==> src/astro_pkg.sv <==
package astro_pkg;

	// ==============================
	// Game selection
	// ==============================

	// Loader game numbers, gaps are dropped titles
	typedef enum logic [7:0] {
		GAME_NONE     = 8'd0,
		GAME_SPACEZAP = 8'd3,
		GAME_GORF     = 8'd4,
		GAME_WOW      = 8'd5,
		GAME_ROBBY    = 8'd6
	} game_id_e;

	// One loader byte, meaning set by load index
	typedef union packed {
		game_id_e   game; // Index LOAD_IDX_GAME
		logic [7:0] dip;  // Index LOAD_IDX_DIP
	} cfg_word_u;

	// Loader index values
	localparam logic [7:0] LOAD_IDX_GAME = 8'd1;
	localparam logic [7:0] LOAD_IDX_DIP  = 8'd254;

	// ==============================
	// Switch matrix
	// ==============================

	// Column strobes from the Bally I/O chip
	localparam logic [7:0] COL_CTRL0 = 8'h01; // Coin, starts, some DIPs
	localparam logic [7:0] COL_CTRL1 = 8'h02; // Player 2 stick
	localparam logic [7:0] COL_CTRL2 = 8'h04; // Player 1 stick
	localparam logic [7:0] COL_DIP3  = 8'h08; // Straight DIP byte

	// Open bus reads high
	localparam logic [7:0] ROW_IDLE = 8'hff;

	// ==============================
	// Keyboard
	// ==============================

	// Toggle, pressed, 9 bit code
	localparam int PS2_KEY_W = 11;

endpackage

==> src/game_cfg_if.sv <==
`timescale 1ns/1ps

interface game_cfg_if;
	import astro_pkg::*;

	game_id_e   game; // Active title
	logic [7:0] dip0; // Analogue options, unused for now
	logic [7:0] dip2; // Per-game bits into the rows
	logic [7:0] dip3; // Whole byte on column 08

	// Loader side
	modport src (
		output game,
		output dip0,
		output dip2,
		output dip3
	);

	// Matrix side
	modport snk (
		input game,
		input dip0,
		input dip2,
		input dip3
	);

endinterface

==> src/player_btn_if.sv <==
`timescale 1ns/1ps

interface player_btn_if;

	// Shared cabinet buttons
	logic start1;
	logic start2;
	logic coin;

	// Player 1
	logic p1_up, p1_down, p1_left, p1_right;
	logic p1_fire1, p1_fire2;

	// Player 2
	logic p2_up, p2_down, p2_left, p2_right;
	logic p2_fire1, p2_fire2;

	modport kbd (
		output start1, start2, coin,
		output p1_up, p1_down, p1_left, p1_right, p1_fire1, p1_fire2,
		output p2_up, p2_down, p2_left, p2_right, p2_fire1, p2_fire2
	);

	modport matrix (
		input start1, start2, coin,
		input p1_up, p1_down, p1_left, p1_right, p1_fire1, p1_fire2,
		input p2_up, p2_down, p2_left, p2_right, p2_fire1, p2_fire2
	);

endinterface

==> src/bally_switch_top.sv <==
`timescale 1ns/1ps

module bally_switch_top #(
	parameter int LOAD_ADDR_W = 25
) (
	input  logic                             clk_sys,
	input  logic                             reset,
	// Loader
	input  logic                             load_wr,
	input  logic [7:0]                       load_index,
	input  logic [LOAD_ADDR_W-1:0]           load_addr,
	input  astro_pkg::cfg_word_u             load_data,
	// Keyboard
	input  logic [astro_pkg::PS2_KEY_W-1:0] ps2_key,
	// Digital sticks
	input  logic [15:0]                      joy0,
	input  logic [15:0]                      joy1,
	// Bally switch matrix
	input  logic [7:0]                       col_select,
	output logic [7:0]                       row_data
);

	game_cfg_if   cfg_if (); // Game and DIPs
	player_btn_if btn_if (); // Keyboard buttons

	game_config #(
		.LOAD_ADDR_W (LOAD_ADDR_W)
	) u_game_config (
		.clk_sys    (clk_sys),
		.reset      (reset),
		.load_wr    (load_wr),
		.load_index (load_index),
		.load_addr  (load_addr),
		.load_data  (load_data),
		.cfg        (cfg_if.src)
	);

	ps2_button_decoder u_ps2_button_decoder (
		.clk_sys (clk_sys),
		.reset   (reset),
		.ps2_key (ps2_key),
		.btn     (btn_if.kbd)
	);

	// Fully combinational read path
	switch_matrix u_switch_matrix (
		.cfg        (cfg_if.snk),
		.btn        (btn_if.matrix),
		.joy0       (joy0),
		.joy1       (joy1),
		.col_select (col_select),
		.row_data   (row_data)
	);

endmodule

==> src/game_config.sv <==
`timescale 1ns/1ps

module game_config #(
	parameter int LOAD_ADDR_W = 25 // Loader address width
) (
	input  logic                   clk_sys,
	input  logic                   reset,
	input  logic                   load_wr,    // One-cycle write strobe
	input  logic [7:0]             load_index,
	input  logic [LOAD_ADDR_W-1:0] load_addr,
	input  astro_pkg::cfg_word_u   load_data,
	game_cfg_if.src                cfg
);
	import astro_pkg::*;

	game_id_e   game_q;
	logic [7:0] dip0_q;
	logic [7:0] dip2_q;
	logic [7:0] dip3_q;

	logic wr_game; // Strobe decode
	logic wr_dip;

	assign wr_game = load_wr && (load_index == LOAD_IDX_GAME);
	assign wr_dip  = load_wr && (load_index == LOAD_IDX_DIP) && (load_addr < 4);

	// ==============================
	// Game select
	// ==============================

	always_ff @(posedge clk_sys or posedge reset) begin
		if (reset) begin
			game_q <= GAME_NONE;
		end else if (wr_game) begin
			case (load_data.game)
				GAME_SPACEZAP, GAME_GORF, GAME_WOW, GAME_ROBBY:
					game_q <= load_data.game;
				default: game_q <= GAME_NONE; // Dropped or bad titles
			endcase
		end
	end

	// ==============================
	// DIP bytes
	// ==============================

	// Byte 1 only fed the dropped trackball game
	always_ff @(posedge clk_sys or posedge reset) begin
		if (reset) begin
			dip0_q <= 8'h00;
			dip2_q <= 8'h00;
			dip3_q <= 8'h00;
		end else if (wr_dip) begin
			case (load_addr[1:0])
				2'd0: dip0_q <= load_data.dip;
				2'd2: dip2_q <= load_data.dip;
				2'd3: dip3_q <= load_data.dip;
				default: ; // Byte 1 dropped
			endcase
		end
	end

	assign cfg.game = game_q;
	assign cfg.dip0 = dip0_q;
	assign cfg.dip2 = dip2_q;
	assign cfg.dip3 = dip3_q;

	// Matrix relies on one of five known titles
	a_game_legal: assert property (@(posedge clk_sys) disable iff (reset)
		cfg.game inside {GAME_NONE, GAME_SPACEZAP, GAME_GORF, GAME_WOW, GAME_ROBBY})
		else $error("game register holds illegal value %0h", cfg.game);

endmodule

==> src/ps2_button_decoder.sv <==
`timescale 1ns/1ps

module ps2_button_decoder (
	input  logic                             clk_sys,
	input  logic                             reset,
	input  logic [astro_pkg::PS2_KEY_W-1:0] ps2_key,
	player_btn_if.kbd                        btn
);
	import astro_pkg::*;

	logic       toggle_q; // Last seen toggle
	logic       key_event;
	logic       pressed;
	logic [8:0] code;

	assign pressed   = ps2_key[9];
	assign code      = ps2_key[8:0];
	assign key_event = ps2_key[PS2_KEY_W-1] != toggle_q; // Any flip is a new key

	// ==============================
	// Key state registers
	// ==============================

	// Function row keys
	logic f1_q, f2_q, f3_q;
	// Arcade panel style keys
	logic k1_q, k2_q, k5_q;
	// Player 1 cursor block
	logic p1_up_q, p1_down_q, p1_left_q, p1_right_q;
	logic p1_fire1_q, p1_fire2_q;
	// Player 2 letter cluster
	logic p2_up_q, p2_down_q, p2_left_q, p2_right_q;
	logic p2_fire1_q, p2_fire2_q;

	always_ff @(posedge clk_sys or posedge reset) begin
		if (reset) begin
			toggle_q   <= 1'b0;
			f1_q       <= 1'b0;
			f2_q       <= 1'b0;
			f3_q       <= 1'b0;
			k1_q       <= 1'b0;
			k2_q       <= 1'b0;
			k5_q       <= 1'b0;
			p1_up_q    <= 1'b0;
			p1_down_q  <= 1'b0;
			p1_left_q  <= 1'b0;
			p1_right_q <= 1'b0;
			p1_fire1_q <= 1'b0;
			p1_fire2_q <= 1'b0;
			p2_up_q    <= 1'b0;
			p2_down_q  <= 1'b0;
			p2_left_q  <= 1'b0;
			p2_right_q <= 1'b0;
			p2_fire1_q <= 1'b0;
			p2_fire2_q <= 1'b0;
		end else begin
			toggle_q <= ps2_key[PS2_KEY_W-1];
			if (key_event) begin
				casez (code)
					// Arrows ignore the extended bit
					9'b?_0111_0101: p1_up_q    <= pressed;
					9'b?_0111_0010: p1_down_q  <= pressed;
					9'b?_0110_1011: p1_left_q  <= pressed;
					9'b?_0111_0100: p1_right_q <= pressed;
					9'h014: p1_fire1_q <= pressed; // Ctrl
					9'h029: p1_fire2_q <= pressed; // Space
					9'h005: f1_q <= pressed;
					9'h006: f2_q <= pressed;
					9'h004: f3_q <= pressed;
					9'h016: k1_q <= pressed;
					9'h01e: k2_q <= pressed;
					9'h02e: k5_q <= pressed;
					9'h02d: p2_up_q    <= pressed; // R
					9'h02b: p2_down_q  <= pressed; // F
					9'h023: p2_left_q  <= pressed; // D
					9'h034: p2_right_q <= pressed; // G
					9'h01c: p2_fire1_q <= pressed; // A
					9'h01b: p2_fire2_q <= pressed; // S
					default: ; // Unmapped key
				endcase
			end
		end
	end

	// Doubled keys share one output
	assign btn.start1 = f1_q | k1_q;
	assign btn.start2 = f2_q | k2_q;
	assign btn.coin   = f3_q | k5_q;

	assign btn.p1_up    = p1_up_q;
	assign btn.p1_down  = p1_down_q;
	assign btn.p1_left  = p1_left_q;
	assign btn.p1_right = p1_right_q;
	assign btn.p1_fire1 = p1_fire1_q;
	assign btn.p1_fire2 = p1_fire2_q;
	assign btn.p2_up    = p2_up_q;
	assign btn.p2_down  = p2_down_q;
	assign btn.p2_left  = p2_left_q;
	assign btn.p2_right = p2_right_q;
	assign btn.p2_fire1 = p2_fire1_q;
	assign btn.p2_fire2 = p2_fire2_q;

	// An X on the toggle would fake a stream of events
	a_key_known: assert property (@(posedge clk_sys) disable iff (reset)
		!$isunknown(ps2_key))
		else $error("ps2_key has unknown bits");

endmodule

==> src/switch_matrix.sv <==
`timescale 1ns/1ps

module switch_matrix (
	game_cfg_if.snk      cfg,
	player_btn_if.matrix btn,
	input  logic [15:0]  joy0,       // Player 1 stick plus cabinet buttons
	input  logic [15:0]  joy1,       // Player 2 stick
	input  logic [7:0]   col_select, // One-hot column strobe
	output logic [7:0]   row_data
);
	import astro_pkg::*;

	// ==============================
	// Keyboard and stick merge
	// ==============================

	logic s1, s2, c;
	logic u1, d1, l1, r1, f1, fb1;
	logic u2, d2, l2, r2, f2, fb2;

	assign s1 = btn.start1 | joy0[6];
	assign s2 = btn.start2 | joy0[7];
	assign c  = btn.coin   | joy0[8];

	assign u1  = btn.p1_up    | joy0[3];
	assign d1  = btn.p1_down  | joy0[2];
	assign l1  = btn.p1_left  | joy0[1];
	assign r1  = btn.p1_right | joy0[0];
	assign f1  = btn.p1_fire1 | joy0[4];
	assign fb1 = btn.p1_fire2 | joy0[5];

	assign u2  = btn.p2_up    | joy1[3];
	assign d2  = btn.p2_down  | joy1[2];
	assign l2  = btn.p2_left  | joy1[1];
	assign r2  = btn.p2_right | joy1[0];
	assign f2  = btn.p2_fire1 | joy1[4];
	assign fb2 = btn.p2_fire2 | joy1[5];

	// Active low stick bits shared by all four titles
	logic [4:0] stick1_n;
	logic [4:0] stick2_n;

	assign stick1_n = {~f1, ~r1, ~l1, ~d1, ~u1};
	assign stick2_n = {~f2, ~r2, ~l2, ~d2, ~u2};

	// ==============================
	// Per-game row tables
	// ==============================

	logic [7:0] row_c0; // Column 01
	logic [7:0] row_c1; // Column 02
	logic [7:0] row_c2; // Column 04

	// Speech status bit is tied high
	always_comb begin
		case (cfg.game)
			GAME_SPACEZAP: begin
				row_c0 = {2'b11, ~s2, ~s1, cfg.dip2[1], 1'b1, ~c, 1'b1};
				row_c1 = {3'b111, stick2_n};
				row_c2 = {2'b11, cfg.dip2[0], stick1_n};
			end
			GAME_GORF: begin
				row_c0 = {1'b0, cfg.dip2[0], ~s2, ~s1, 1'b1, cfg.dip2[1], ~c, 1'b1};
				row_c1 = {3'b001, stick2_n};
				row_c2 = {3'b101, stick1_n};
			end
			GAME_WOW: begin
				// Second button passes through uninverted
				row_c0 = {cfg.dip2[2], ~s2, ~s1, 1'b1, cfg.dip2[1], 1'b1, ~c, 1'b1};
				row_c1 = {2'b11, ~f2, fb2, ~r2, ~l2, ~d2, ~u2};
				row_c2 = {2'b11, ~f1, fb1, ~r1, ~l1, ~d1, ~u1};
			end
			GAME_ROBBY: begin
				row_c0 = {1'b0, ~s2, ~s1, 1'b1, cfg.dip2[1], 1'b1, ~c, 1'b1};
				row_c1 = {2'b11, ~f2, 1'b1, ~r2, ~l2, ~d2, ~u2};
				row_c2 = {2'b11, ~f1, 1'b1, ~r1, ~l1, ~d1, ~u1};
			end
			default: begin // No game loaded
				row_c0 = ROW_IDLE;
				row_c1 = ROW_IDLE;
				row_c2 = ROW_IDLE;
			end
		endcase
	end

	// ==============================
	// Column decode
	// ==============================

	always_comb begin
		case (col_select)
			COL_CTRL0: row_data = row_c0;
			COL_CTRL1: row_data = row_c1;
			COL_CTRL2: row_data = row_c2;
			COL_DIP3:  row_data = cfg.dip3; // Same for every title
			default:   row_data = ROW_IDLE;
		endcase
	end

endmodule

==> config.mk <==
export PLATFORM = sky130hd
export DESIGN_NAME = bally_switch_top
export DESIGN_NICKNAME = d
export VERILOG_FILES = /design/src/astro_pkg.sv /design/src/game_cfg_if.sv /design/src/player_btn_if.sv /design/src/bally_switch_top.sv /design/src/game_config.sv /design/src/ps2_button_decoder.sv /design/src/switch_matrix.sv
export SDC_FILE = /design/constraint.sdc
export NUM_CORES = 1
export LEC_CHECK = 0
export CAP_MARGIN = 15
export CORE_ASPECT_RATIO = 1.25
export CORE_UTILIZATION = 45
export DETAILED_ROUTE_END_ITERATION = 8
export DONT_BUFFER_PORTS = 1
export PLACE_DENSITY = 0.64
export SETUP_SLACK_MARGIN = 0.3
export SYNTH_ARGS = -nofsm -noshare
export SYNTH_HDL_FRONTEND = slang
export SYNTH_SLANG_ARGS = --single-unit
export TNS_END_PERCENT = 1
==> constraint.sdc <==
create_clock -name clk_sys -period 5 [get_ports clk_sys]
set_input_delay 1 -clock clk_sys [delete_from_list [all_inputs] [get_ports clk_sys]]
set_output_delay 1 -clock clk_sys [all_outputs]
set_load 0.005 [all_outputs]
* Yosys cells after proc, flatten, opt, wreduce, memory -nomap -nowiden
Cells that the tools add are included.
** Operators by class
- Magnitude comparators :: 1
- Eq/ne operators :: 35
- Multiplexer cells :: 5
- Bitwise operators :: 31
- Reduce and logical (&&, ||, !) cells :: 24
** Operators with widths (number)
- $pmux W8 S4 :: 3
- $eq A8 B3 Y1 const B :: 7
- $eq A9 B6 Y1 const B :: 6
- $eq A9 B5 Y1 const B :: 5
- $reduce_and A2 Y1 :: 20
- $eq A8 B7 Y1 const B :: 4
- $pmux W7 S4 :: 1
- $eq A9 B3 Y1 const B :: 3
- $lt A25 B3 Y1 const B :: 1
- $eq A8 B2 Y1 const B :: 3
- $or A1 B1 Y1 :: 18
- $eq A8 B1 Y1 const B :: 2
- $not A1 Y1 :: 13
- $eq A8 B4 Y1 const B :: 1
- $eq A8 B8 Y1 const B :: 1
- $mux W8 :: 1
- $eq A2 B2 Y1 const B :: 2
- $reduce_or A4 Y1 :: 1
- $logic_and A1 B1 Y1 :: 3
- $ne A1 B1 Y1 :: 1
** Storage, ports and cells
- Register bits :: 38
- Bits of input ports :: 95
- Output and inout bits :: 8
- Word-level logic and storage cells :: 118

* Depth between registers and ports, before layout
Gate-level depths: netlist of the first run.
- Depth after elaboration :: 5
- Mapped depth :: 7
- Mapped depth without buffers :: 5

* Hierarchy
A second synthesis of the first run with hierarchy kept.
** Second synthesis, totals
- Cell total of the unflattened synthesis :: 295
- Area, all modules :: 3098.0 sq um
** Modules (own cells, without submodules)
- game_config :: times used 1, cells each 94, area an instance 1348.8 sq um, sequential area each 800.8 sq um
- ps2_button_decoder :: times used 1, cells each 84, area an instance 1044.8 sq um, sequential area each 475.5 sq um
- switch_matrix :: times used 1, cells each 117, area an instance 704.4 sq um, sequential area each 0.0 sq um

* Least setup slack after synthesis of the first run
OpenSTA, ideal clock, no wires.
- Path kind :: input-to-output
- Start point :: input col_select[1]
- End point :: output row_data[1]
- Arrival :: 2.512 ns
- Required time :: 4.000 ns
- Path slack :: 1.488 ns
- Stages :: 6
- Buffers on the path :: 2
- Cell sequence :: clkbuf_1 -> nor3b_1 -> nor2b_1 -> buf_2 -> a221oi_1 -> or4_1
** Between the ends
- Cells in the longest elaborated chain, start to end :: 2
- Elaborated cells on any way between the ends :: 5
- Those cells by class :: 4 x eq/ne; 1 x mux
** RTL lines
- start, declared :: RTL line bally_switch_top.sv:19 : input logic [7:0] col_select,
- $eq A8 B4 Y1 (tied with other cells) :: RTL line switch_matrix.sv:91 : case (col_select)
- $pmux W8 S4 * :: RTL line switch_matrix.sv:91
- end, declared :: RTL line bally_switch_top.sv:20 : output logic [7:0] row_data
Mark *: on every way between the ends. The rest lies on a longest branch, timed or not.

* Worst setup path in the final report of the first run
- Start point :: input col_select[3]
- End point :: output row_data[5]
The elaborated chain is that of the path after synthesis.

==> flow_metrics.env, run 1 <==
export IMPL_grt_usage=0.222
export IMPL_ios=103
export IMPL_power_switching_uw=138
export IMPL_report_final_slew_viol_count=0
export IMPL_drv_cap=0
export IMPL_hold_path_depth=1
export IMPL_antenna_left=0
export IMPL_cp_start_kind="input pin"
export IMPL_fin_crit_ns=3.78
export IMPL_cts_tree="yes"
export IMPL_cts_hold_buf=0
export IMPL_status="finished, final reports clean"
export IMPL_critPathArrivalTime_ns=2.78
export IMPL_path_clk_slew_ns=0.07
export IMPL_cp_startpoint="col_select[3]"
export IMPL_min_path_type="reg -> reg"
export IMPL_power_share_clock=0.410
export IMPL_required_ns=4.00
export IMPL_crit_type="in -> out"
export IMPL_utilization=0.498
export IMPL_ctsResizeCount=0
export IMPL_rsz0062_at_grt="false"
export IMPL_wl_mm=5.83
export IMPL_h_tree_depth=2
export IMPL_powerDensity_nw_per_um2=242
export IMPL_crit_fanout=10
export IMPL_pwr_share_seq=0.512
export IMPL_irDropWorstVdd_v=0.000198
export IMPL_slew_headroom=0.421
export IMPL_hp_start="u_game_config.cfg.game[5]$_DFFE_PP0P_"
export IMPL_wire_per_inst_um=18.0
export IMPL_route_vias_total=2013
export IMPL_sw_frac_of_total=0.223
export IMPL_clockBufferDepth=2
export IMPL_fin_crit_sh=0.757
export IMPL_p_leak_nw=1.03
export IMPL_yosysWarnings=0
export IMPL_core_um2=5120
export IMPL_grt_pass1_wl_mm=9.43
export IMPL_synth_seq_cells=38
export IMPL_synth_area_um2=2420
export IMPL_grt_start_max_net_pins=39
export IMPL_postSynthAreaPerCell_um2=9.02
export IMPL_gp_congestion=0.874
export IMPL_drive_above_1_share=0.0989
export IMPL_first_pass_iters=4
export IMPL_tightestPinTransition_ns=0.860
export IMPL_min_to="u_game_config.cfg.game[5]$_DFFE_PP0P_"
export IMPL_synth_edf_count=0
export IMPL_setup_tns_ns=0
export IMPL_fp_dieH_um=83.9
export IMPL_grt_pass1_vias=1978
export IMPL_combPwrFrac=0.078
export IMPL_numCtsBuffers=5
export IMPL_setup_violations=0
export IMPL_cts_sinks=38
export IMPL_endpoint_kind="output port"
export IMPL_place_port_buffers=0
export IMPL_vias_per_cell=6.19
export IMPL_overflow=0
export IMPL_syn_num_nets=363
export IMPL_synth_distinct_cells=50
export IMPL_antenna_cells=0
export IMPL_clock_fmax_ghz=0.264
export IMPL_r2r_start="u_ps2_button_decoder.toggle_q$_DFF_PP0_"
export IMPL_cell_internal_pwr_uw=479
export IMPL_post_cts_buffers=0
export IMPL_ys_async_sr_fraction=1.00
export IMPL_clkLatencyLatePin_ns=0.29
export IMPL_antenna_found_initial=0
export IMPL_ff2ff_path_depth=5
export IMPL_drt_iter0_drc=147
export IMPL_fin_skew_ns=0.00409
export IMPL_hpwl_mm=4.51
export IMPL_area_delta_synth_final_pct=5.44
export IMPL_finalHoldViolations=0
export IMPL_syn_inst=268
export IMPL_start_util=0.472
export IMPL_r2r_end="u_ps2_button_decoder.btn.p2_fire1$_DFFE_PP0P_"
export IMPL_ys_flop_type="dfrtp_1"
export IMPL_root_buffer="clkbuf_8"
export IMPL_final_fill_count=500
export IMPL_die_x_um=67.5
export IMPL_remaining_drc_errors=0
export IMPL_die_area_um2=5670
export IMPL_yosysSeqAreaShare=0.394
export IMPL_fin_nets=357
export IMPL_r2r_setup_slack_ns=2.64
export IMPL_rows=29
==> state kept, by name (all words and copies together) (netlist names) <==
| register | count |
|---|---|
| u_ps2_button_decoder.k2_q | 1 |
| u_ps2_button_decoder.btn.p1_left | 1 |
| u_ps2_button_decoder.btn.p1_right | 1 |
| u_ps2_button_decoder.btn.p2_up | 1 |
| u_ps2_button_decoder.btn.p2_down | 1 |
| u_ps2_button_decoder.btn.p1_fire1 | 1 |
| u_game_config.cfg.game | 8 |
| u_ps2_button_decoder.btn.p1_fire2 | 1 |
| u_game_config.cfg.dip3 | 8 |
| u_ps2_button_decoder.toggle_q | 1 |
| u_game_config.cfg.dip2 | 3 |
| u_ps2_button_decoder.btn.p2_fire1 | 1 |
| u_ps2_button_decoder.btn.p2_right | 1 |
| u_ps2_button_decoder.f3_q | 1 |
| u_ps2_button_decoder.btn.p1_up | 1 |
| u_ps2_button_decoder.f2_q | 1 |
| u_ps2_button_decoder.k1_q | 1 |
| u_ps2_button_decoder.f1_q | 1 |
| u_ps2_button_decoder.btn.p2_left | 1 |
| u_ps2_button_decoder.btn.p1_down | 1 |
| u_ps2_button_decoder.k5_q | 1 |
| u_ps2_button_decoder.btn.p2_fire2 | 1 |
==> layer usage <==
metal  vias to the layer above  GRT usage  routed length, um
met5                         -          0                  0
met1                       952      0.301               2540
met3                        11     0.0642                431
li1                        996          -                  -
met2                        54      0.330               2760
met4                         0     0.0793                106
==> critical path: stages <==
cell and delay (ns):
nor3b_1 0.51, nor2b_1 0.60, a311o_1 0.20, a21oi_1 0.04, or3_1 0.42
==> through the flow <==
stage                     std cells  power, mW  cell area [um^2]  hold slack (ns)  worst slack [ns]
final                           325      0.616              2550            0.484              1.22
after global routing            325      0.640              2550            0.512              1.07
after CTS                       325      0.623              2550            0.487              1.24
after detailed placement        317      0.370              2440            0.470              1.25
after global placement          317      0.369              2440            0.468              1.24
after floorplan                 268      0.363              2420            0.451              1.49
==> cells by family after synthesis <==
logic type                count (synthesis)  synth area share
AOI/OAI and AO/OA                        68             0.175
DFF                                      38             0.394
buffers and inverters                    20            0.0352
and+or+nand+nor                         115             0.276
xor gates and xnor gates                  5            0.0181
muxes                                    22             0.103
==> synthesized netlist by cell type, types with 2 or more instances <==
library cell | count | share of area
nor3_1 | 9 | 0.019
a21oi_1 | 12 | 0.025
o21ai_1 | 11 | 0.023
o31ai_1 | 6 | 0.019
nand3_1 | 14 | 0.029
mux2_2 | 11 | 0.051
o22ai_1 | 3 | 0.0078
nand3b_1 | 4 | 0.012
nor2b_1 | 5 | 0.013
a2111oi_0 | 2 | 0.0073
nand4_1 | 3 | 0.0078
inv_1 | 5 | 0.0078
and2_1 | 6 | 0.016
o21ai_0 | 19 | 0.039
a221oi_1 | 3 | 0.011
o21a_1 | 2 | 0.0062
nand2_1 | 17 | 0.026
o32ai_1 | 2 | 0.0073
nor4b_1 | 2 | 0.0073
buf_1 | 2 | 0.0031
or3b_1 | 2 | 0.0073
nor2_1 | 19 | 0.030
or3_1 | 5 | 0.013
nor4_1 | 11 | 0.028
dfrtp_1 | 38 | 0.39
buf_2 | 2 | 0.0041
clkbuf_1 | 9 | 0.014
and3_1 | 2 | 0.0052
nand2b_1 | 4 | 0.010
mux2_1 | 11 | 0.051
xor2_1 | 5 | 0.018
or4_1 | 4 | 0.012
==> layout by cell type, fill, tap and decap left out, types with 3 or more instances in the layout <==
| cell type | instances |
|---|---|
| o22ai_1 | 3 |
| dfrtp_1 | 38 |
| nand2b_1 | 4 |
| xor2_1 | 5 |
| nand4_1 | 3 |
| and2_1 | 6 |
| a21oi_1 | 12 |
| mux2_1 | 11 |
| a221oi_1 | 3 |
| nand3b_1 | 4 |
| nor2_1 | 19 |
| o31ai_1 | 6 |
| nor3_1 | 9 |
| nor4_1 | 11 |
| o21ai_0 | 19 |
| mux2_2 | 11 |
| nand2_1 | 17 |
| nor2b_1 | 5 |
| o21ai_1 | 11 |
| or3_1 | 5 |
| clkbuf_8 | 5 |
| nand3_1 | 14 |
| inv_1 | 5 |
| or4_1 | 4 |
==> power by group through the flow <==
stage,clock network [mW],logic [mW],registers [mW]
2_1_floorplan,0,0.0426,0.320
3_3_place_gp,0,0.0475,0.321
3_5_place_dp,0,0.0481,0.321
4_1_cts,0.259,0.0485,0.315
5_1_grt,0.269,0.0551,0.316
6_report,0.253,0.0481,0.315
==> worst max path at each step <==
| stage | end |
|---|---|
| floorplan | row_data[1] |
| detailed placement | row_data[5] |
| CTS | row_data[5] |
| finish | row_data[5] |
| global placement | row_data[1] |
| global route | row_data[5] |
==> cell type report <==
cell class              instances  area (um^2)  area share
inverters                       6         22.5     0.00884
repair buffers                  1         7.51     0.00295
well taps                      62         77.6      0.0305
multi-input cells             210         1380       0.542
clock buffers                   5         68.8      0.0270
flip-flops and latches         38          951       0.373
clock inverters                 3         40.0      0.0157
No activity file was read; power rests on OpenSTA's default activity.
==> inputs of run 2 (changes only) <==
Clock period 5 ns to 3.9 ns, I/O delays scaled along.
==> flow_metrics.env, run 2 (synthesis gave the netlist of run 1 again) <==
export IMPL_ctsResizeCount=0
export IMPL_slew_headroom=0.458
export IMPL_final_fill_count=505
export IMPL_rows=29
export IMPL_use_met3=0.0656
export IMPL_r2r_start="u_ps2_button_decoder.toggle_q$_DFF_PP0_"
export IMPL_r2r_end="u_ps2_button_decoder.btn.p2_fire1$_DFFE_PP0P_"
export IMPL_cpLargestDelayFamily="simple AND/OR/NAND/NOR gates"
export IMPL_remaining_drc_errors=0
export IMPL_grt_pass1_vias=1923
export IMPL_finalInstanceArea_um2=2540
export IMPL_final_cell_mix="dfrtp_1 (38), nor2_1 (19), o21ai_0 (19)"
export IMPL_clockBufferDepth=2
export IMPL_antenna_cells=0
export IMPL_cts_sinks=38
export IMPL_root_buffer="clkbuf_8"
export IMPL_cp_depth=5
export IMPL_final_cells=327
export IMPL_ff2ff_path_depth=5
export IMPL_cp_start_kind="flop"
export IMPL_pre_cts_slack_ns=1.01
export IMPL_drt_iter0_drc=99
export IMPL_die_x_um=67.5
export IMPL_rsz0062_at_grt="false"
export IMPL_h_tree_depth=2
export IMPL_route_vias_total=2022
export IMPL_grt_busiest_layer="met2"
export IMPL_required_ns=3.12
export IMPL_utilization=0.496
export IMPL_clkLatencyLatePin_ns=0.28
export IMPL_wl_mm=5.70
export IMPL_die_area_um2=5670
export IMPL_fin_skew_ns=0.00415
export IMPL_setup_tns_ns=0
export IMPL_tightestPinTransition_ns=0.806
export IMPL_hpwl_mm=4.50
export IMPL_critPathArrivalTime_ns=2.43
export IMPL_fin_ws_ns=0.694
export IMPL_cpMaxStageDelayCell="or4_4"
export IMPL_dp_cells=320
export IMPL_crit_chain="or4_4 > or2_4 > o31a_1 > a211o_1 > or3_1"
export IMPL_seqCellArea_um2=951
export IMPL_path_clk_slew_ns=0.07
export IMPL_antenna_found_initial=0
export IMPL_wire_per_inst_um=17.4
export IMPL_place_port_buffers=0
export IMPL_p_leak_nw=1.03
export IMPL_whs_ns=0.487
export IMPL_status="finished, final reports clean"
export IMPL_fin_crit_sh=0.822
export IMPL_hold_path_depth=1
export IMPL_overflow=0
export IMPL_slowest_delay_ns=0.55
export IMPL_powerDensity_nw_per_um2=282
export IMPL_cp_startpoint="u_game_config.cfg.game[3]$_DFFE_PP0P_"
export IMPL_crit_type="reg -> out"
export IMPL_crit_fanout=5
export IMPL_numCtsBuffers=5
export IMPL_post_cts_buffers=0
export IMPL_irDropWorstVdd_v=0.000177
export IMPL_worst_path_buf_inv=0
export IMPL_finalHoldViolations=0
export IMPL_cts_tree="yes"
export IMPL_worstSetupEndpoint="row_data[5]"
export IMPL_grt_pass1_wl_mm=9.14
export IMPL_antenna_left=0
export IMPL_fin_crit_ns=3.21
export IMPL_setup_violations=0
export IMPL_gp_congestion=0.873
export IMPL_ios=103
export IMPL_report_final_slew_viol_count=0
export IMPL_vias_per_cell=6.18
export IMPL_core_um2=5120
export IMPL_first_pass_iters=4
export IMPL_area_delta_synth_final_pct=5.02
export IMPL_r2r_setup_slack_ns=1.56
export IMPL_use_met1=0.295
export IMPL_multiInputGateArea_um2=1380
export IMPL_start_util=0.472
export IMPL_finalPower_uw=715
export IMPL_grt_start_max_net_pins=39
export IMPL_drv_cap=0
export IMPL_clock_fmax_ghz=0.312
export IMPL_mostFrequentLayoutCell="dfrtp_1"
export IMPL_cts_hold_buf=0
export IMPL_drive_above_1_share=0.0981
export IMPL_met2_usage=0.313
export IMPL_fp_dieH_um=83.9
export IMPL_endpoint_kind="output port"
export IMPL_fin_nets=360
export IMPL_placed_cell_area_um2=2460
export IMPL_min_path_type="reg -> reg"
export IMPL_grt_usage=0.213
## run 2: changes by cell type in the layout (fill, tap and decap cells not counted)
cell | before | now
bufinv_16 | 1 | 0
buf_4 | 1 | 4
clkinv_2 | 2 | 0
clkbuf_1 | 0 | 2
## run 2: per-layer routing
layer	vias up	share of wire
met5	-	0
met4	0	0.016
met3	9	0.069
met2	58	0.46
met1	950	0.45
li1	1005	-
## run 2: power by group
group | internal [mW] | switching, mW
clock | 0.123 | 0.125
combinational | 0.0257 | 0.0368
sequential | 0.401 | 0.00342
## run 2: how the worst min path moves through the flow
| stage | startpoint | end | slack [ns] |
|---|---|---|---|
| 2_1_floorplan | u_ps2_button_decoder.btn.p2_left$_DFFE_PP0P_ | u_ps2_button_decoder.btn.p2_left$_DFFE_PP0P_ | 0.45 |
| 3_3_place_gp | u_ps2_button_decoder.btn.p2_left$_DFFE_PP0P_ | u_ps2_button_decoder.btn.p2_left$_DFFE_PP0P_ | 0.47 |
| 3_5_place_dp | u_ps2_button_decoder.btn.p2_left$_DFFE_PP0P_ | u_ps2_button_decoder.btn.p2_left$_DFFE_PP0P_ | 0.47 |
| 4_1_cts | u_ps2_button_decoder.btn.p2_left$_DFFE_PP0P_ | u_ps2_button_decoder.btn.p2_left$_DFFE_PP0P_ | 0.49 |
| 5_1_grt | u_game_config.cfg.dip3[3]$_DFFE_PP0P_ | u_game_config.cfg.dip3[3]$_DFFE_PP0P_ | 0.50 |
| 6_report | u_ps2_button_decoder.btn.p2_up$_DFFE_PP0P_ | u_ps2_button_decoder.btn.p2_up$_DFFE_PP0P_ | 0.49 |
## run 2: area by class of cell
| cell class | count | share of cell area |
|---|---|---|
| Tap cell | 62 | 0.0306 |
| Multi-Input combinational cell | 210 | 0.544 |
| Clock buffer | 7 | 0.0301 |
| Inverter | 6 | 0.00888 |
| Sequential cell | 38 | 0.375 |
| Timing Repair Buffer | 4 | 0.0118 |
## run 2: worst register-to-register path, cell delays in order, from the launching register on
cell and delay, ns:
dfrtp_1 0.37, xor2_1 0.17, or4b_4 0.52, or3b_1 0.54, nor4_4 0.28, mux2_1 0.34
==> inputs of run 3 (changes only) <==
Clock period 3.9 ns to 3 ns, I/O delays scaled along.
==> flow_metrics.env, run 3 (synthesis gave the netlist of run 1 again) <==
export IMPL_required_ns=2.40
export IMPL_cell_internal_pwr_uw=741
export IMPL_ff2ff_path_depth=5
export IMPL_rsz0062_at_grt="true"
export IMPL_crit_top_cell="or4_4"
export IMPL_pwr_share_seq=0.543
export IMPL_root_buffer="clkbuf_8"
export IMPL_start_util=0.472
export IMPL_clkLatencyLatePin_ns=0.28
export IMPL_dp_cells=321
export IMPL_fin_skew_ns=0.00178
export IMPL_numCtsBuffers=5
export IMPL_utilization=0.509
export IMPL_path_clk_slew_ns=0.08
export IMPL_combPwrFrac=0.086
export IMPL_endpoint_kind="output port"
export IMPL_fin_nets=363
export IMPL_slew_headroom=0.674
export IMPL_setup_violations=0
export IMPL_final_fill_count=490
export IMPL_crit_chain="or4_4 > or2_4 > buf_6 > or4_4 > o21ai_2 > nand4_1"
export IMPL_cts_hold_buf=0
export IMPL_core_um2=5120
export IMPL_fin_crit_sh=0.959
export IMPL_area_delta_synth_final_pct=7.72
export IMPL_setup_tns_ns=0
export IMPL_irDropWorstVdd_v=0.000175
export IMPL_fin_crit_ns=2.88
export IMPL_die_area_um2=5670
export IMPL_final_cells=331
export IMPL_clockBufferDepth=2
export IMPL_ios=103
export IMPL_crit_type="reg -> out"
export IMPL_tightestPinTransition_ns=0.477
export IMPL_pre_cts_slack_ns=0.299
export IMPL_antenna_cells=0
export IMPL_die_x_um=67.5
export IMPL_mostFrequentLayoutCell="dfrtp_1"
export IMPL_rows=29
export IMPL_drv_cap=0
export IMPL_antenna_left=0
export IMPL_wire_per_inst_um=17.8
export IMPL_p_leak_nw=1.07
export IMPL_gp_congestion=0.867
export IMPL_antenna_found_initial=0
export IMPL_finalPower_uw=967
export IMPL_vias_per_cell=6.14
export IMPL_final_cell_mix="dfrtp_1 (38), nor2_1 (19), o21ai_0 (19)"
export IMPL_finalHoldViolations=0
export IMPL_slowest_delay_ns=0.55
export IMPL_fp_dieH_um=83.9
export IMPL_powerDensity_nw_per_um2=372
export IMPL_crit_fanout=4
export IMPL_cts_sinks=38
export IMPL_h_tree_depth=2
export IMPL_grt_pass1_vias=1976
export IMPL_overflow=0
export IMPL_drt_iter0_drc=122
export IMPL_drive_above_1_share=0.134
export IMPL_report_final_slew_viol_count=0
export IMPL_min_path_type="in -> async"
export IMPL_cts_tree="yes"
export IMPL_status="finished, final reports clean"
export IMPL_remaining_drc_errors=0
export IMPL_first_pass_iters=6
export IMPL_r2r_setup_slack_ns=0.66
export IMPL_cp_start_kind="flop"
export IMPL_cpMaxStageDelayCell="or4_4"
export IMPL_wl_mm=5.90
export IMPL_critPathArrivalTime_ns=2.28
export IMPL_power_share_clock=0.371
export IMPL_hpwl_mm=4.60
export IMPL_clock_fmax_ghz=0.348
export IMPL_place_port_buffers=0
export IMPL_power_switching_uw=226
export IMPL_sw_frac_of_total=0.234
export IMPL_grt_pass1_wl_mm=9.56
export IMPL_fin_ws_ns=0.123
export IMPL_grt_start_max_net_pins=39
export IMPL_grt_usage=0.222
export IMPL_route_vias_total=2032
## run 3: what timing repair did
item / CTS / global route
endpoints found under the setup margin: 6 / 6
setup buffers: 1 / 1
endpoints found under the hold margin: 0 / 0
resized for setup: 1 / 4
pin swaps: 6 / 6
## run 3: worst max-delay path, delay by kind of cell, from the launching register on
family	cells	cell delay (ns)
AO/OA/AOI/OAI	1	0.07
flip-flops	1	0.38
AND/OR/NAND/NOR	4	1.42
buffers and inverters	1	0.12
## run 3: power by group through the flow
stage	Combinational, mW	Sequential [mW]	Clock (mW)
2_1_floorplan	0.0713	0.534	0
3_3_place_gp	0.0809	0.535	0
3_5_place_dp	0.0822	0.536	0
6_report	0.0833	0.526	0.358
5_1_grt	0.0953	0.527	0.389
4_1_cts	0.0829	0.525	0.366
## run 3: worst paths after layout
| path | endpoint | startpoint |
|---|---|---|
| hold reg to reg | u_ps2_button_decoder.btn.p2_left$_DFFE_PP0P_ | u_ps2_button_decoder.btn.p2_left$_DFFE_PP0P_ |
| max in group asynchronous | u_game_config.cfg.dip2[2]$_DFFE_PP0P_ | reset |
| setup reg to reg | u_ps2_button_decoder.btn.p2_fire1$_DFFE_PP0P_ | u_ps2_button_decoder.toggle_q$_DFF_PP0_ |
| setup / recovery | row_data[4] | u_game_config.cfg.game[3]$_DFFE_PP0P_ |
| min in group clk_sys | u_ps2_button_decoder.toggle_q$_DFF_PP0_ | ps2_key[10] |
| hold / removal | u_game_config.cfg.dip2[0]$_DFFE_PP0P_ | reset |
## run 3: layout make-up
type                       instances  area (um^2)  share of cell area
clock buffer                       7         86.3              0.0332
inverter                           6         22.5             0.00865
multi-input combinational        210         1400               0.539
sequential                        38          951               0.365
clock inverter                     1         5.00             0.00192
tap                               62         77.6              0.0298
timing repair buffer               7         56.3              0.0216
## run 3: stage by stage
stage / hold slack [ns] / area (um^2)
after CTS: 0.326 / 2580
after global placement: 0.466 / 2470
final: 0.315 / 2600
after floorplan: 0.451 / 2420
after global routing: 0.328 / 2600
after detailed placement: 0.471 / 2470
## run 3: per-layer routing
| metal | GRT usage | vias to the layer above | share of wire |
|---|---|---|---|
| li1 | - | 1003 | - |
| met3 | 0.0519 | 6 | 0.069 |
| met1 | 0.308 | 960 | 0.44 |
| met4 | 0.0812 | 0 | 0.016 |
| met2 | 0.331 | 63 | 0.47 |
| met5 | 0 | - | 0 |
